**src/dma_model_macros.svh**
```systemverilog
`ifndef DMA_MODEL_MACROS_SVH
`define DMA_MODEL_MACROS_SVH

// host mmio address width
`define DMA_MODEL_ADDR_W 32

// host mmio data width
`define DMA_MODEL_DATA_W 64

// one strobe bit per data byte
`define DMA_MODEL_STRB_W (`DMA_MODEL_DATA_W / 8)

// axi4-lite response code width
`define DMA_MODEL_RESP_W 2

`endif
```
**src/dma_model_pkg.sv**
```systemverilog
`include "dma_model_macros.svh"

package dma_model_pkg;

    typedef enum logic [1:0] {
        op_none  = 2'd0,
        op_read  = 2'd1,
        op_write = 2'd2
    } mmio_op_e;

    typedef enum logic [2:0] {
        st_idle   = 3'd0,
        st_addr   = 3'd1,
        st_wait_r = 3'd2,
        st_wait_b = 3'd3,
        st_done   = 3'd4
    } bridge_state_e;

    // access token from the model
    typedef struct packed {
        mmio_op_e                      op;
        logic [`DMA_MODEL_ADDR_W-1:0]  addr;
        logic [`DMA_MODEL_DATA_W-1:0]  data;
        logic [`DMA_MODEL_STRB_W-1:0]  strb;
    } mmio_req_tok_t;

    typedef struct packed {
        logic want_resp;
    } mmio_poll_tok_t;

    // answer to a poll, has_data low for an empty answer
    typedef struct packed {
        logic                          has_data;
        mmio_op_e                      op;
        logic                          err;
        logic [`DMA_MODEL_DATA_W-1:0]  data;
    } mmio_resp_tok_t;

    typedef struct packed {
        mmio_op_e                      op;
        logic                          err;
        logic [`DMA_MODEL_DATA_W-1:0]  data;
    } mmio_result_t;

    typedef struct packed {
        logic rst;
    } rst_tok_t;

endpackage

```
**src/dma_model_backend.sv**
```systemverilog
`timescale 1ns/100ps

`include "dma_model_macros.svh"

module dma_model_backend (
    input  logic                           mdl_clk,
    input  logic                           mdl_rst,
    input  logic                           req_tok_valid,
    output logic                           req_tok_ready,
    input  dma_model_pkg::mmio_req_tok_t   req_tok,
    input  logic                           poll_tok_valid,
    output logic                           poll_tok_ready,
    input  dma_model_pkg::mmio_poll_tok_t  poll_tok,
    output logic                           resp_tok_valid,
    input  logic                           resp_tok_ready,
    output dma_model_pkg::mmio_resp_tok_t  resp_tok,
    input  logic                           rst_tok_valid,
    output logic                           rst_tok_ready,
    input  dma_model_pkg::rst_tok_t        rst_tok,
    output logic                           arvalid,
    input  logic                           arready,
    output logic [`DMA_MODEL_ADDR_W-1:0]   araddr,
    input  logic                           rvalid,
    output logic                           rready,
    input  logic [`DMA_MODEL_DATA_W-1:0]   rdata,
    input  logic [`DMA_MODEL_RESP_W-1:0]   rresp,
    output logic                           awvalid,
    input  logic                           awready,
    output logic [`DMA_MODEL_ADDR_W-1:0]   awaddr,
    output logic                           wvalid,
    input  logic                           wready,
    output logic [`DMA_MODEL_DATA_W-1:0]   wdata,
    output logic [`DMA_MODEL_STRB_W-1:0]   wstrb,
    input  logic                           bvalid,
    output logic                           bready,
    input  logic [`DMA_MODEL_RESP_W-1:0]   bresp,
    output logic                           idle
);

    dma_model_pkg::mmio_req_tok_t acc;
    dma_model_pkg::mmio_result_t  res;

    logic soft_rst;
    logic rst_pending;
    logic acc_req;
    logic acc_ack;
    logic res_req;
    logic res_ack;
    logic fe_busy;
    logic br_busy;
    logic be_busy;

    // nothing held in any stage
    assign idle = !fe_busy && !br_busy && !be_busy;

    reset_token_handler reset_token_handler_i (
        .mdl_clk       (mdl_clk),
        .mdl_rst       (mdl_rst),
        .rst_tok_valid (rst_tok_valid),
        .rst_tok       (rst_tok),
        .allow_rst     (idle),
        .rst_tok_ready (rst_tok_ready),
        .rst_pending   (rst_pending),
        .soft_rst      (soft_rst)
    );

    mmio_token_frontend mmio_token_frontend_i (
        .mdl_clk       (mdl_clk),
        .mdl_rst       (mdl_rst),
        .soft_rst      (soft_rst),
        .rst_pending   (rst_pending),
        .req_tok_valid (req_tok_valid),
        .req_tok       (req_tok),
        .acc_ack       (acc_ack),
        .req_tok_ready (req_tok_ready),
        .acc_req       (acc_req),
        .acc           (acc),
        .busy          (fe_busy)
    );

    host_mmio_bridge host_mmio_bridge_i (
        .mdl_clk  (mdl_clk),
        .mdl_rst  (mdl_rst),
        .soft_rst (soft_rst),
        .acc_req  (acc_req),
        .acc      (acc),
        .res_ack  (res_ack),
        .arready  (arready),
        .awready  (awready),
        .wready   (wready),
        .rvalid   (rvalid),
        .rdata    (rdata),
        .rresp    (rresp),
        .bvalid   (bvalid),
        .bresp    (bresp),
        .acc_ack  (acc_ack),
        .res_req  (res_req),
        .res      (res),
        .busy     (br_busy),
        .arvalid  (arvalid),
        .araddr   (araddr),
        .awvalid  (awvalid),
        .awaddr   (awaddr),
        .wvalid   (wvalid),
        .wdata    (wdata),
        .wstrb    (wstrb),
        .rready   (rready),
        .bready   (bready)
    );

    response_token_backend response_token_backend_i (
        .mdl_clk        (mdl_clk),
        .mdl_rst        (mdl_rst),
        .soft_rst       (soft_rst),
        .res_req        (res_req),
        .res            (res),
        .poll_tok_valid (poll_tok_valid),
        .poll_tok       (poll_tok),
        .resp_tok_ready (resp_tok_ready),
        .res_ack        (res_ack),
        .poll_tok_ready (poll_tok_ready),
        .resp_tok_valid (resp_tok_valid),
        .resp_tok       (resp_tok),
        .busy           (be_busy)
    );

endmodule

```
**src/response_token_backend.sv**
```systemverilog
`timescale 1ns/100ps

module response_token_backend (
    input  logic                           mdl_clk,
    input  logic                           mdl_rst,
    input  logic                           soft_rst,
    input  logic                           res_req,
    input  dma_model_pkg::mmio_result_t    res,
    input  logic                           poll_tok_valid,
    input  dma_model_pkg::mmio_poll_tok_t  poll_tok,
    input  logic                           resp_tok_ready,
    output logic                           res_ack,
    output logic                           poll_tok_ready,
    output logic                           resp_tok_valid,
    output dma_model_pkg::mmio_resp_tok_t  resp_tok,
    output logic                           busy
);

    dma_model_pkg::mmio_result_t res_q;

    logic held;
    logic can_answer;
    logic resp_xfer;
    logic take_res;

    // empty polls always answerable, full polls need a held result
    assign can_answer = !poll_tok.want_resp || held;

    assign resp_tok_valid = poll_tok_valid && can_answer;
    assign poll_tok_ready = resp_tok_ready && can_answer;
    assign resp_xfer      = resp_tok_valid && resp_tok_ready;

    assign resp_tok.has_data = poll_tok.want_resp;
    assign resp_tok.op       = poll_tok.want_resp ? res_q.op : dma_model_pkg::op_none;
    assign resp_tok.err      = poll_tok.want_resp && res_q.err;
    assign resp_tok.data     = poll_tok.want_resp ? res_q.data : '0;

    // only latch into an empty slot after the previous ack has fallen
    assign take_res = res_req && !res_ack && !held;

    always_ff @(posedge mdl_clk) begin
        if (mdl_rst || soft_rst) begin
            held    <= 1'b0;
            res_ack <= 1'b0;
        end else begin
            if (take_res) begin
                held    <= 1'b1;
                res_ack <= 1'b1;
            end else begin
                if (resp_xfer && poll_tok.want_resp) begin
                    held <= 1'b0;
                end
                if (res_ack && !res_req) begin
                    res_ack <= 1'b0;
                end
            end
        end
    end

    always_ff @(posedge mdl_clk) begin
        if (take_res) begin
            res_q <= res;
        end
    end

    assign busy = held;

    property p_data_needs_held;
        @(posedge mdl_clk) disable iff (mdl_rst || soft_rst)
        resp_tok_valid && resp_tok.has_data |-> held;
    endproperty

    a_data_needs_held: assert property (p_data_needs_held)
        else $error("response with data sent without a held result");

endmodule

```
**src/host_mmio_bridge.sv**
```systemverilog
`timescale 1ns/100ps

`include "dma_model_macros.svh"

module host_mmio_bridge (
    input  logic                          mdl_clk,
    input  logic                          mdl_rst,
    input  logic                          soft_rst,
    input  logic                          acc_req,
    input  dma_model_pkg::mmio_req_tok_t  acc,
    input  logic                          res_ack,
    input  logic                          arready,
    input  logic                          awready,
    input  logic                          wready,
    input  logic                          rvalid,
    input  logic [`DMA_MODEL_DATA_W-1:0]  rdata,
    input  logic [`DMA_MODEL_RESP_W-1:0]  rresp,
    input  logic                          bvalid,
    input  logic [`DMA_MODEL_RESP_W-1:0]  bresp,
    output logic                          acc_ack,
    output logic                          res_req,
    output dma_model_pkg::mmio_result_t   res,
    output logic                          busy,
    output logic                          arvalid,
    output logic [`DMA_MODEL_ADDR_W-1:0]  araddr,
    output logic                          awvalid,
    output logic [`DMA_MODEL_ADDR_W-1:0]  awaddr,
    output logic                          wvalid,
    output logic [`DMA_MODEL_DATA_W-1:0]  wdata,
    output logic [`DMA_MODEL_STRB_W-1:0]  wstrb,
    output logic                          rready,
    output logic                          bready
);

    dma_model_pkg::bridge_state_e state;

    logic aw_done;
    logic w_done;
    logic is_write;
    logic aw_hs;
    logic w_hs;

    assign is_write = (acc.op == dma_model_pkg::op_write);
    assign aw_hs    = awvalid && awready;
    assign w_hs     = wvalid && wready;

    // host outputs, straight from state and the held access
    assign arvalid = (state == dma_model_pkg::st_addr) && !is_write;
    assign awvalid = (state == dma_model_pkg::st_addr) && is_write && !aw_done;
    assign wvalid  = (state == dma_model_pkg::st_addr) && is_write && !w_done;
    assign araddr  = acc.addr;
    assign awaddr  = acc.addr;
    assign wdata   = acc.data;
    assign wstrb   = acc.strb;
    assign rready  = (state == dma_model_pkg::st_wait_r);
    assign bready  = (state == dma_model_pkg::st_wait_b);

    assign busy = (state != dma_model_pkg::st_idle);

    always_ff @(posedge mdl_clk) begin
        if (mdl_rst || soft_rst) begin
            state   <= dma_model_pkg::st_idle;
            aw_done <= 1'b0;
            w_done  <= 1'b0;
            acc_ack <= 1'b0;
            res_req <= 1'b0;
        end else begin
            case (state)
                dma_model_pkg::st_idle: begin
                    if (acc_req) begin
                        state   <= dma_model_pkg::st_addr;
                        aw_done <= 1'b0;
                        w_done  <= 1'b0;
                    end
                end
                dma_model_pkg::st_addr: begin
                    if (!is_write) begin
                        if (arready) begin
                            state <= dma_model_pkg::st_wait_r;
                        end
                    end else begin
                        // aw and w may complete in either order
                        if (aw_hs) begin
                            aw_done <= 1'b1;
                        end
                        if (w_hs) begin
                            w_done <= 1'b1;
                        end
                        if ((aw_done || aw_hs) && (w_done || w_hs)) begin
                            state <= dma_model_pkg::st_wait_b;
                        end
                    end
                end
                dma_model_pkg::st_wait_r: begin
                    if (rvalid) begin
                        state   <= dma_model_pkg::st_done;
                        acc_ack <= 1'b1;
                        res_req <= 1'b1;
                    end
                end
                dma_model_pkg::st_wait_b: begin
                    if (bvalid) begin
                        state   <= dma_model_pkg::st_done;
                        acc_ack <= 1'b1;
                        res_req <= 1'b1;
                    end
                end
                dma_model_pkg::st_done: begin
                    // both four-phase handshakes close independently
                    if (!acc_req) begin
                        acc_ack <= 1'b0;
                    end
                    if (res_ack) begin
                        res_req <= 1'b0;
                    end
                    if (!acc_ack && !res_req && !res_ack) begin
                        state <= dma_model_pkg::st_idle;
                    end
                end
                default: begin
                    state <= dma_model_pkg::st_idle;
                end
            endcase
        end
    end

    // result capture on the host response
    always_ff @(posedge mdl_clk) begin
        if ((state == dma_model_pkg::st_wait_r) && rvalid) begin
            res.op   <= acc.op;
            res.err  <= (rresp != '0);
            res.data <= rdata;
        end else if ((state == dma_model_pkg::st_wait_b) && bvalid) begin
            res.op   <= acc.op;
            res.err  <= (bresp != '0);
            res.data <= '0;
        end
    end

    property p_ar_hold;
        @(posedge mdl_clk) disable iff (mdl_rst || soft_rst)
        arvalid && !arready |=> arvalid && $stable(araddr);
    endproperty

    property p_aw_hold;
        @(posedge mdl_clk) disable iff (mdl_rst || soft_rst)
        awvalid && !awready |=> awvalid && $stable(awaddr);
    endproperty

    // single outstanding access, reads and writes never overlap
    property p_ar_aw_excl;
        @(posedge mdl_clk) disable iff (mdl_rst || soft_rst)
        !(arvalid && awvalid);
    endproperty

    a_ar_hold: assert property (p_ar_hold)
        else $error("arvalid dropped or araddr changed before arready");
    a_aw_hold: assert property (p_aw_hold)
        else $error("awvalid dropped or awaddr changed before awready");
    a_ar_aw_excl: assert property (p_ar_aw_excl)
        else $error("arvalid and awvalid high together");

endmodule

```
**src/mmio_token_frontend.sv**
```systemverilog
`timescale 1ns/100ps

module mmio_token_frontend (
    input  logic                          mdl_clk,
    input  logic                          mdl_rst,
    input  logic                          soft_rst,
    input  logic                          rst_pending,
    input  logic                          req_tok_valid,
    input  dma_model_pkg::mmio_req_tok_t  req_tok,
    input  logic                          acc_ack,
    output logic                          req_tok_ready,
    output logic                          acc_req,
    output dma_model_pkg::mmio_req_tok_t  acc,
    output logic                          busy
);

    logic held;
    logic take_tok;
    logic take_acc;

    // a token taken during the soft reset pulse would be cleared and lost
    assign req_tok_ready = !held && !rst_pending && !soft_rst;
    assign take_tok      = req_tok_valid && req_tok_ready;

    // empty tokens are consumed and dropped here
    assign take_acc = take_tok && (req_tok.op != dma_model_pkg::op_none);

    always_ff @(posedge mdl_clk) begin
        if (mdl_rst || soft_rst) begin
            held    <= 1'b0;
            acc_req <= 1'b0;
        end else begin
            if (take_acc) begin
                held    <= 1'b1;
                acc_req <= 1'b1;
            end else if (acc_req && acc_ack) begin
                // bridge finished, drop req
                acc_req <= 1'b0;
            end else if (held && !acc_req && !acc_ack) begin
                // four-phase closed once ack has fallen
                held <= 1'b0;
            end
        end
    end

    // access payload
    always_ff @(posedge mdl_clk) begin
        if (take_acc) begin
            acc <= req_tok;
        end
    end

    assign busy = held;

    // the bridge reads acc directly for the whole transaction
    property p_acc_stable;
        @(posedge mdl_clk) disable iff (mdl_rst || soft_rst)
        acc_req ##1 acc_req |-> $stable(acc);
    endproperty

    a_acc_stable: assert property (p_acc_stable)
        else $error("access payload changed while acc_req high");

endmodule

```
**src/reset_token_handler.sv**
```systemverilog
`timescale 1ns/100ps

module reset_token_handler (
    input  logic                     mdl_clk,
    input  logic                     mdl_rst,
    input  logic                     rst_tok_valid,
    input  dma_model_pkg::rst_tok_t  rst_tok,
    input  logic                     allow_rst,
    output logic                     rst_tok_ready,
    output logic                     rst_pending,
    output logic                     soft_rst
);

    logic take_rst;

    // rst 0 tokens pass at once, rst 1 waits for idle
    // no new token while the pulse is still out
    assign rst_tok_ready = !soft_rst && (!rst_tok.rst || allow_rst);

    // frontend holds off new accesses while this is up
    assign rst_pending = rst_tok_valid && rst_tok.rst;

    assign take_rst = rst_tok_valid && rst_tok_ready && rst_tok.rst;

    always_ff @(posedge mdl_clk) begin
        if (mdl_rst) begin
            soft_rst <= 1'b0;
        end else begin
            soft_rst <= take_rst;
        end
    end

    // soft reset is a single-cycle pulse even with back-to-back tokens
    property p_soft_rst_pulse;
        @(posedge mdl_clk) disable iff (mdl_rst)
        soft_rst |=> !soft_rst;
    endproperty

    a_soft_rst_pulse: assert property (p_soft_rst_pulse)
        else $error("soft reset held for more than one cycle");

endmodule

```
**config.mk**
```make
export PLATFORM = sky130hd
export DESIGN_NAME = dma_model_backend
export DESIGN_NICKNAME = d
export VERILOG_FILES = /design/src/dma_model_pkg.sv /design/src/dma_model_backend.sv /design/src/response_token_backend.sv /design/src/host_mmio_bridge.sv /design/src/mmio_token_frontend.sv /design/src/reset_token_handler.sv
export VERILOG_INCLUDE_DIRS = /design/src
export SDC_FILE = /design/constraint.sdc
export NUM_CORES = 1
export LEC_CHECK = 0
export ABC_AREA = 1
export BUFFER_PORTS_ARGS = -buffer_cell sky130_fd_sc_hd__buf_2
export CAP_MARGIN = 20
export CORE_MARGIN = 5
export CORE_UTILIZATION = 30
export CTS_CLUSTER_DIAMETER = 200
export CTS_CLUSTER_SIZE = 28
export DETAILED_ROUTE_END_ITERATION = 8
export GPL_TIMING_DRIVEN = 1
export PLACE_DENSITY = 0.51
export SLEW_MARGIN = 20
export SYNTH_ARGS = -nofsm -noshare
export SYNTH_HDL_FRONTEND = slang
export SYNTH_SLANG_ARGS = --single-unit
```
**constraint.sdc**
```tcl
create_clock -name mdl_clk -period 11.9 [get_ports mdl_clk]
set_clock_uncertainty 0.15 [all_clocks]
set_input_delay 0.595 -clock mdl_clk [delete_from_list [all_inputs] [get_ports mdl_clk]]
set_output_delay 0.595 -clock mdl_clk [all_outputs]
set_load 0.01 [all_outputs]
```
After elaboration in Yosys (flattened, before gate mapping) --
Cells that the tools add are included.
Storage, ports and cells: register bits 252, output and inout port bits 214
Operators by class: reductions and logical operators 69, multiplexer cells 34, equality and inequality tests 17
Operator list (count):
- $mux W67 | 2
- $mux W64 | 1
- $logic_and A1 B1 Y1 | 32
- $mux W3 | 7
- $mux W1 | 18
- $reduce_bool A2 Y1 | 9
- $reduce_and A4 Y1 | 4
- $pmux W3 S5 | 1
- $logic_not A1 Y1 | 14
- $ne A2 B1 Y1 const B | 6
- $ne A2 B2 Y1 const B | 4
- $eq A3 B2 Y1 const B | 2
- $pmux W1 S3 | 2
- $reduce_and A6 Y1 | 1
- $reduce_bool A3 Y1 | 2
- $logic_or A1 B1 Y1 | 5
- $pmux W1 S2 | 2
- $eq A3 B1 Y1 const B | 1
- $eq A3 B3 Y1 const B | 1
- $logic_not A3 Y1 | 1
- $ne A3 B2 Y1 const B | 1
- $ne A3 B3 Y1 const B | 1
- $eq A2 B2 Y1 const B | 1
- $mux W2 | 1
- $reduce_and A2 Y1 | 1

Longest topological paths before layout --
Gate-level depths: netlist (run 1).
depth after elaboration 9, mapped depth 10, depth with buffers taken out 10

Modules after synthesis --
From an unflattened synthesis (run 1), not the netlist that was laid out.
Second synthesis, totals: cell total of the unflattened synthesis 778, area total of the unflattened synthesis 10219.8 µm²
Modules (own cells, without submodules):
- host_mmio_bridge | area an instance 4170.2 µm², instances 1, cells an instance 416
- mmio_token_frontend | area an instance 3290.7 µm², instances 1, cells an instance 123
- response_token_backend | area an instance 2682.6 µm², instances 1, cells an instance 224
- reset_token_handler | area an instance 58.8 µm², instances 1, cells an instance 11
- dma_model_backend | area an instance 17.5 µm², instances 1, cells an instance 4

Worst setup path after synthesis (run 1) --
No wires, ideal clock.
path kind input-to-reg, start input rst_tok, end register mmio_token_frontend_i.acc_req, library setup time 0.090 ns, buffers on the path 0, setup slack 2.998 ns, cell stages on the path 5, arrival time 8.662 ns, data required time 11.660 ns, path through nand2_1 -> nand3_1 -> nor3_1 -> inv_1 -> a21oi_1
Between the ends: longest elaborated chain between the ends 7, elaborated cells between the ends (all ways) 8, classes of those cells 1 x mux; 7 x reduce/logical
Ends and longest elaborated chain:
- start: declaration | RTL line dma_model_backend.sv:19 | input dma_model_pkg::rst_tok_t rst_tok,
- $logic_and A1 B1 Y1 (*) | RTL line reset_token_handler.sv:21 | assign rst_pending = rst_tok_valid && rst_tok.rst;
- $logic_not A1 Y1 (*) | RTL line mmio_token_frontend.sv:22 | assign req_tok_ready = !held && !rst_pending && !soft_rst;
- $logic_and A1 B1 Y1 (*) (2 in series) | RTL line mmio_token_frontend.sv:22
- $logic_and A1 B1 Y1 (*) | RTL line mmio_token_frontend.sv:23 | assign take_tok = req_tok_valid && req_tok_ready;
- $logic_and A1 B1 Y1 (*) | RTL line mmio_token_frontend.sv:26 | assign take_acc = take_tok && (req_tok.op != dma_model_pkg::op_none);
- net mmio_token_frontend_i.take_acc | RTL line mmio_token_frontend.sv:19 | logic take_acc;
- $mux W1 or $reduce_bool A2 Y1 (tied branches)
- end signal: assignment | RTL line mmio_token_frontend.sv:31 | acc_req <= 1'b0;
- end signal: assignment | RTL line mmio_token_frontend.sv:35 | acc_req <= 1'b1;
- end signal: assignment | RTL line mmio_token_frontend.sv:38 | acc_req <= 1'b0;
- end: declaration | RTL line mmio_token_frontend.sv:12 | output logic acc_req,
The timed path passes the listed nets; every way through them passes the cells marked *. A chain may end at the register's enable or synchronous reset.

Worst setup path after layout (run 1) --
start register host_mmio_bridge_i.state[0], end output rst_tok_ready
Between the ends: longest elaborated chain between the ends 6
Ends and longest elaborated chain:
- start: declaration | RTL line host_mmio_bridge.sv:35 | dma_model_pkg::bridge_state_e state;
- start signal: assignment | RTL line host_mmio_bridge.sv:62 | state <= dma_model_pkg::st_idle;
- start signal: assignment | RTL line host_mmio_bridge.sv:71 | state <= dma_model_pkg::st_addr;
- start signal: assignment | RTL line host_mmio_bridge.sv:79 | state <= dma_model_pkg::st_wait_r;
- $reduce_bool A3 Y1 | RTL line host_mmio_bridge.sv:58 | assign busy = (state != dma_model_pkg::st_idle);
- $logic_not A1 Y1 | RTL line dma_model_backend.sv:54 | assign idle = !fe_busy && !br_busy && !be_busy;
- $logic_and A1 B1 Y1 (2 in series) | RTL line dma_model_backend.sv:54
- $logic_or A1 B1 Y1 | RTL line reset_token_handler.sv:18 | assign rst_tok_ready = !soft_rst && (!rst_tok.rst || allow_rst);
- $logic_and A1 B1 Y1 | RTL line reset_token_handler.sv:18
- end: declaration | RTL line dma_model_backend.sv:18 | output logic rst_tok_ready,
No other way between the ends.

==> results_dict.tcl, run 1 <==
set metrics [dict create \
    status "finished clean" \
    nets 1226 \
    nFillCells 3381 \
    first_pass_iters 6 \
    path_cells "inv_2, nand2_2, nor2_1, inv_2, nor3_2, inv_2, a21oi_1, buf_2" \
    clockBufferDepth 3 \
    placed_area_um2 11600 \
    drv_cap 0 \
    antenna_found_initial 5 \
    p_total_mw 1.84 \
    io_buffer_count 400 \
    final.setup.tns_ps 0 \
    grt_pass1_vias 6005 \
    finalWorstSetupSlack_ps 9270 \
    syn_area_um2 10100 \
    finalInstanceArea_um2 11900 \
    syn_avg_cell_area_um2 13.1 \
    period_needed_ps 2630 \
    yosys_register_bits 252 \
    power_density_nw_per_um2 155 \
    grtUsageTotal 0.128 \
    dp_cells 1473 \
    tightest_slew_ps 992 \
    hold_viol_final 0 \
    pin_count 401 \
    post_drt_wl_per_cell_um 16.8 \
    cp.arrival_ps 1880 \
    via_count 5877 \
    clockRootBuffer "clkbuf_16" \
    clk-insertion-delay-late_ps 490 \
    dieArea_um2 37400 \
    synth-simple-area-share 0.0813 \
    cp_data_required_time_ps 11160 \
    netlist_instances 771 \
    gr-total-overflow 0 \
    avgViaCountPerCell 3.94 \
    cts_sinks 252 \
    final_common_cell "buf_2" \
    hold_depth 1 \
    dieWidth_um 193 \
    post-place-ws_ps 8990 \
    path_common_cell "inv_2" \
    clock.fmax_ghz 0.381 \
    hpwl_um 18500 \
    fp.dieH_um 193 \
    critPathMaxStageDelay_ps 400 \
    yosysSeqAreaShare 0.739 \
    hold_path_class "input port to register" \
    setup_viol 0 \
    cts_tree "done" \
    grt_max_degree 72 \
    synth.area.mux_share 0 \
    htree_levels 1 \
    post_cts_buffers 0 \
    regArea_um2 7450 \
    synth_fa_ha_area_frac 0 \
    clk_pin_slew_worst_paths_ps 120 \
    synth_cell_types 24 \
    syn_nets 958 \
    worstRegToRegCells 5 \
    final_cells 1490 \
    synthToLayoutAreaGrowth_pct 18.4 \
    endpoint_kind "primary output" \
    coreArea_um2 33400 \
    num_rows 67 \
    max_slew_margin 0.339 \
    n_antenna_cell 0 \
    cts_resized 0 \
    cts_buffers 12 \
    synth-compound-area-share 0.0106 \
    initial_utilization 0.302 \
    cts_hold_buf 0 \
    slowest_stage "dfxtp_1" \
    ir_worst_vdd_mv 0.118 \
    drt-total-wl_um 25100 \
    drt_iter0_markers 250 \
    critical_path_class "register to primary output" \
    crit_path_max_fanout 5 \
    synth-warning-count 0 \
    final_cell_mix "400 x buf_2, 240 x edfxtp_1, 154 x inv_1" \
    min_period_over_period 0.221 \
    synth_top_family_by_area "buffers and inverters" \
    synth_xor_area_frac 0 \
    gp_congestion 0.779 \
    drc_errors 0 \
    drive_gt1_frac 0.426 \
    slew_violations 0 \
    postRouteAntennaNets 0 \
    multi_input_area_um2 943 \
    leakage_nw 5.56 \
    start_kind "register" \
    grt_pass1_wl_um 37500 \
    rsz0062_at_grt "no" \
]
[cell families (layout without fill, tap and decap cells)]
family / after synthesis / in the layout
and+or+nand+nor: 190 / 190
AOI/OAI and AO/OA: 18 / 18
DFF: 252 / 252
buffers and inverters: 311 / 582
[path summary, 6_finish.rpt]
check / start / end / slack, ps
worst max-delay path: host_mmio_bridge_i.state[0]$_SDFFE_PP0P_ / rst_tok_ready / 9270
worst min-delay path: req_tok[24] / mmio_token_frontend_i.acc[24]$_DFFE_PP_ / 130
worst max register to register: mmio_token_frontend_i.busy$_SDFFE_PP0P_ / mmio_token_frontend_i.acc[21]$_DFFE_PP_ / 9390
worst min register to register: host_mmio_bridge_i.res[60]$_SDFFCE_PN0P_ / response_token_backend_i.res_q[60]$_DFFE_PP_ / 280
[synthesized netlist by cell type, drive strengths merged]
| master | number | share of area |
|---|---|---|
| a211oi | 2 | 0.0015 |
| a21boi | 2 | 0.0015 |
| a21oi | 7 | 0.0035 |
| a31oi | 1 | 0.00062 |
| buf | 140 | 0.11 |
| clkbuf | 12 | 0.0045 |
| dfxtp | 12 | 0.024 |
| edfxtp | 240 | 0.72 |
| inv | 159 | 0.059 |
| nand2 | 88 | 0.034 |
| nand3 | 8 | 0.0050 |
| nand4 | 4 | 0.0031 |
| nor2 | 86 | 0.037 |
| nor3 | 4 | 0.0030 |
| o21a | 2 | 0.0015 |
| o21ai | 4 | 0.0020 |
[critical path, delay by kind of cell, from the launching register on]
family | cells | cell delay (ps)
buffers and inverters | 4 | 410
AO/OA/AOI/OAI | 1 | 120
AND/OR/NAND/NOR | 3 | 470
flip-flops | 1 | 400
[report_power, final]
part	leakage [nW]	internal (mW)	total, mW	switching (mW)
sequential	2.32	1.09	1.11	0.0267
combinational	3.07	0.0892	0.266	0.177
clock	0.165	0.202	0.467	0.265
[through the flow]
step	hold slack, ps	util
global route	93.1	0.358
CTS	97.9	0.358
global placement	250	0.348
finish	130	0.358
detailed placement	255	0.348
floorplan	250	-
[area by class of cell]
| type | count | share of cell area |
|---|---|---|
| multi-input cells | 208 | 0.0790 |
| repair buffers | 406 | 0.172 |
| clock buffers | 17 | 0.0285 |
| inverters | 159 | 0.0500 |
| well taps | 448 | 0.0470 |
| flip-flops and latches | 252 | 0.624 |
[layer usage]
layer  up-vias  track usage  share of wire
met5         -            0         0.0020
met4        10       0.0233          0.016
met3        29       0.0395          0.077
met2       246        0.222           0.49
met1      2757        0.160           0.41
li1       2835            -              -
[registers in the layout, indices dropped and copies added, names as in the netlist, 3 cells and up]
signal	count
host_mmio_bridge_i.res	67
host_mmio_bridge_i.state	3
mmio_token_frontend_i.acc	106
response_token_backend_i.res_q	67
Power figures use the tool's default switching activity.
==> run 2: changes to the inputs <==
PLACE_DENSITY = 0.53   (was 0.51)
clock period = 2.3 ns   (was 11.9 ns; I/O delays follow)
==> results_dict.tcl, run 2 (synthesis results as in run 1) <==
set metrics [dict create \
    hpwl_um 19700 \
    n_antenna_cell 0 \
    finalWorstSetupSlack_ps 78.1 \
    clock.fmax_ghz 0.450 \
    clockRootBuffer "clkbuf_16" \
    nets 1424 \
    hold_path_class "input port to register" \
    timing.critical_path.buf_inv 5 \
    grtUsageTotal 0.139 \
    cts_sinks 252 \
    power_density_nw_per_um2 706 \
    via_count 6627 \
    slowest_stage "dlygate4sd3_1" \
    top_register "mmio_token_frontend_i.acc" \
    top_regs "mmio_token_frontend_i.acc (106), host_mmio_bridge_i.res (67), response_token_backend_i.res_q (67)" \
    initial_utilization 0.302 \
    synthToLayoutAreaGrowth_pct 39.1 \
    post_drt_wl_per_cell_um 16.0 \
    max_slew_margin 0.590 \
    avgViaCountPerCell 3.93 \
    drt_iter0_markers 251 \
    cts_tree "done" \
    gp_congestion 0.765 \
    final_cell_mix "400 x buf_2, 240 x edfxtp_1, 192 x dlygate4sd3_1" \
    endpoint_kind "register" \
    path_cells "dlygate4sd3_1, buf_2, nand2_1, dlygate4sd3_1, nand3_2, nor3_4, buf_12, buf_12" \
    leakage_nw 6.43 \
    ir_worst_vdd_mv 0.571 \
    gr-total-overflow 0 \
    slew_violations 0 \
    dp_cells 1478 \
    period_needed_ps 2220 \
    p_total_mw 9.89 \
    htree_levels 1 \
    clockBufferDepth 3 \
    first_pass_iters 4 \
    tightest_slew_ps 613 \
    io_buffer_count 400 \
    cp.arrival_ps 2230 \
    largest_reg_flops 106 \
    fp.dieH_um 193 \
    min_period_over_period 0.966 \
    pin_count 401 \
    setup_viol 0 \
    start_kind "input port" \
    clk-insertion-delay-late_ps 480 \
    critPathMaxStageDelay_ps 590 \
    post-route-util 0.420 \
    grt_max_degree 61 \
    final_cells 1688 \
    grt_pass1_vias 7008 \
    hold_viol_final 0 \
    cts_buffers 12 \
    fin_hold_ws_ps 186 \
    post-place-ws_ps 363 \
    drc_errors 0 \
    postRouteAntennaNets 0 \
    nFillCells 3219 \
    antenna_found_initial 0 \
    coreArea_um2 33400 \
    drive_gt1_frac 0.369 \
    dieArea_um2 37400 \
    clk_pin_slew_worst_paths_ps 120 \
    drt-total-wl_um 27000 \
    final_common_cell "buf_2" \
    crit_path_max_fanout 51 \
    critical_path_class "input port to register" \
    crit_family "buffers and inverters" \
    cp_data_required_time_ps 2310 \
    drv_cap 0 \
    status "finished clean" \
    grt_pass1_wl_um 41600 \
    num_rows 67 \
    dieWidth_um 193 \
]
## run 2: per-layer routing
layer / share of wire / global-route usage
met1: 0.40 / 0.171
met2: 0.51 / 0.251
met3: 0.068 / 0.0357
met4: 0.015 / 0.0205
met5: 0 / 0
## run 2: metrics by stage
step           setup TNS, ps  cell area [um2]
6_report                   0            14000
5_1_grt                -60.4            14000
4_1_cts                    0            14000
3_5_place_dp               0            11700
3_3_place_gp               0            11700
2_1_floorplan        -156960            10100
## run 2: power breakdown
group          switching (mW)  internal, mW  total, mW
Clock                    1.37          1.05       2.41
Sequential              0.147          5.61       5.75
Combinational           0.983         0.738       1.72
Total                    2.50          7.39       9.89
## run 2: final timing paths
check / from / to / slack (ps) / depth (start not counted)
hold reg to reg: host_mmio_bridge_i.res[36]$_SDFFCE_PN0P_ / response_token_backend_i.res_q[36]$_DFFE_PP_ / 270 / 0
setup reg to reg: host_mmio_bridge_i.state[1]$_SDFFE_PP0P_ / host_mmio_bridge_i.res[64]$_DFFE_PP_ / 260 / 8
hold / removal: req_tok[27] / mmio_token_frontend_i.acc[27]$_DFFE_PP_ / 190 / 2
setup / recovery: rst_tok_valid / mmio_token_frontend_i.acc[31]$_DFFE_PP_ / 80 / 8
## run 2: worst reg2reg max path: stages (launching register included)
cell           delay (ps)
dfxtp_1               340
inv_2                  70
nor2_4                150
inv_2                  70
nor2_4                 90
nand2_2               190
o21ai_0               120
dlygate4sd3_1         550
o21ai_0                70
## run 2: layout make-up
cell class / count / area (um2) / share of cell area
Tap cell: 448 / 561 / 0.0400
Timing Repair Buffer: 604 / 4100 / 0.293
Inverter: 159 / 597 / 0.0426
Multi-Input combinational cell: 208 / 963 / 0.0688
Sequential cell: 252 / 7450 / 0.532
Clock buffer: 17 / 340 / 0.0243
## run 2: timing repair
| item | in CTS | in global routing |
|---|---|---|
| endpoints found under the hold margin | 190 | 0 |
| hold buffers | 192 | 0 |
| resized for setup | 0 | 1 |
| buffers inserted | 0 | 1 |
| endpoints found under the setup margin | 0 | 41 |
==> run 3: changes to the inputs <==
SYNTH_HIERARCHICAL = 1   (was unset)
==> results_dict.tcl, run 3 <==
set metrics [dict create \
    drt_iter0_markers 166 \
    power_density_nw_per_um2 794 \
    final_cell_mix "400 x buf_2, 240 x edfxtp_1, 187 x dlygate4sd3_1" \
    hold_path_class "input port to register" \
    synth_commonest_cells "240 x edfxtp_1, 155 x inv_1, 137 x buf_4" \
    finalWorstSetupSlack_ps 211 \
    cts_tree "done" \
    postRouteAntennaNets 0 \
    clk-insertion-delay-late_ps 480 \
    dieWidth_um 195 \
    drc_errors 0 \
    synth_cell_types 24 \
    first_pass_iters 4 \
    drt-total-wl_um 27200 \
    syn_nets 965 \
    via_count 6697 \
    grt_max_degree 68 \
    gp_congestion 0.838 \
    ys_async_sr_fraction 0 \
    io_buffer_count 400 \
    p_total_mw 11.2 \
    grt_pass1_wl_um 41400 \
    max_slew_margin 0.564 \
    initial_utilization 0.304 \
    cts_buffers 12 \
    num_rows 67 \
    htree_levels 1 \
    clock.fmax_ghz 0.479 \
    post_cts_buffers 0 \
    yosys_register_bits 252 \
    tightest_slew_ps 652 \
    drive_gt1_frac 0.396 \
    rsz0062_at_grt "no" \
    largest_reg_flops 106 \
    yosys.area.top_type_share 0.705 \
    clkPwrFrac 0.215 \
    switchingPower_mw 3.05 \
    internal_power_mw 8.10 \
    grt_pass1_vias 7067 \
    synth.most_common_cell "edfxtp_1" \
    post-place-ws_ps 291 \
    cts_sinks 252 \
    p_seq_frac 0.574 \
    endpoint_kind "register" \
    cp.arrival_ps 2170 \
    placed_area_um2 11800 \
    avgViaCountPerCell 3.96 \
    coreArea_um2 33600 \
    post_drt_wl_per_cell_um 16.1 \
    yosysSeqAreaShare 0.729 \
    period_needed_ps 2090 \
    cp_data_required_time_ps 2390 \
    fp.dieH_um 195 \
    gr-total-overflow 0 \
    setup_viol 0 \
    leakage_nw 6.42 \
    dieArea_um2 37900 \
    hpwl_um 19300 \
    synthToLayoutAreaGrowth_pct 37.5 \
    pin_count 401 \
    p_sw_frac 0.274 \
    synth-warning-count 6 \
    synthFlopType "edfxtp_1" \
    netlist_instances 778 \
    critical_path_class "register to register" \
    p_comb_frac 0.212 \
    nets 1427 \
    grtUsageTotal 0.138 \
    clockBufferDepth 3 \
    antenna_found_initial 0 \
    yosysTopAreaCell "edfxtp_1" \
    post-route-util 0.418 \
    top_regs "mmio_token_frontend_i/acc (106), host_mmio_bridge_i/res (67), response_token_backend_i/res_q (67)" \
    clk_pin_slew_worst_paths_ps 110 \
    start_kind "register" \
    top_register "mmio_token_frontend_i/acc" \
    syn_avg_cell_area_um2 13.1 \
    finalInstanceArea_um2 14100 \
    n_antenna_cell 0 \
    clockRootBuffer "clkbuf_16" \
    crit_path_max_fanout 43 \
    slew_violations 0 \
    drv_cap 0 \
    min_period_over_period 0.908 \
    hold_viol_final 0 \
    status "finished clean" \
    syn_area_um2 10200 \
    synth_edf_count 240 \
    synth_area_leaders "edfxtp_1 71%, buf_4 10%, inv_1 5.7%" \
    final_common_cell "buf_2" \
    ir_worst_vdd_mv 0.732 \
]
-- run 3: changes by cell type in the layout (fill, tap and decap cells not counted), sizes merged, moves of 3 or more --
cell	before	now
a21boi	2	5
clkinvlp	0	3
inv	159	154
nand4	4	1
dlygate4sd3	192	187
nor2	86	96
o21ai	4	7
nor3	4	1
-- run 3: power groups by stage --
stage | clock network [mW] | registers, mW | logic, mW
4_1_cts | 2.53 | 6.41 | 2.41
5_1_grt | 2.69 | 6.49 | 2.62
3_3_place_gp | 0 | 6.49 | 2.13
6_report | 2.39 | 6.40 | 2.36
2_1_floorplan | 0 | 6.46 | 1.39
3_5_place_dp | 0 | 6.51 | 2.14
-- run 3: final cells by class --
| class | count | area, um2 |
|---|---|---|
| inverters | 157 | 601 |
| well taps | 448 | 561 |
| flip-flops and latches | 252 | 7450 |
| fillers | 3173 | 19600 |
| multi-input cells | 217 | 1040 |
| clock buffers | 16 | 337 |
| repair buffers | 600 | 4070 |
-- run 3: worst paths after layout --
| kind | cells past startpoint | startpoint | to | slack, ps |
|---|---|---|---|---|
| max | 7 | host_mmio_bridge_i/state[1]$_SDFFE_PP0P_ | host_mmio_bridge_i/res[64]$_DFFE_PP_ | 210 |
| min | 5 | rvalid | host_mmio_bridge_i/acc_ack$_SDFFE_PP0P_ | 50 |
| max reg2reg | 7 | host_mmio_bridge_i/state[1]$_SDFFE_PP0P_ | host_mmio_bridge_i/res[64]$_DFFE_PP_ | 210 |
| min reg2reg | 0 | host_mmio_bridge_i/res[55]$_SDFFCE_PN0P_ | response_token_backend_i/res_q[55]$_DFFE_PP_ | 270 |
-- run 3: metrics by stage --
| step | std cells | TNS [ps] | hold WS [ps] |
|---|---|---|---|
| after CTS | 1690 | 0 | 23.6 |
| after global placement | 1487 | 0 | 142 |
| final | 1690 | 0 | 50.1 |
| after floorplan | 778 | -38260 | 63.9 |
| after global routing | 1690 | 0 | 55.9 |
| after detailed placement | 1487 | 0 | 143 |
-- run 3: what timing repair did --
item,CTS,global route
resized for setup,0,1
endpoints found under the hold margin,183,0
hold buffers,187,0
setup endpoints to repair,0,1
-- run 3: kinds of logic after synthesis --
logic type             share of synthesized area
AO/OA/AOI/OAI                            0.00992
buffers and inverters                      0.171
flip-flops                                 0.729
AND/OR/NAND/NOR                           0.0900
-- run 3: worst max-delay path, stage by stage (launching register included) --
cell and delay [ps]:
dfxtp_1 400, nand2_1 120, nor2_2 170, nand2_4 90, buf_12 190, o21ai_0 110, dlygate4sd3_1 560, o21ai_1 60
-- run 3: layer usage --
metal | global-route usage | vias to the layer above | part of all wire
met5 | 0 | - | 0
met1 | 0.163 | 3171 | 0.39
li1 | - | 3233 | -
met2 | 0.255 | 268 | 0.52
met3 | 0.0322 | 25 | 0.067
met4 | 0.0307 | 0 | 0.024
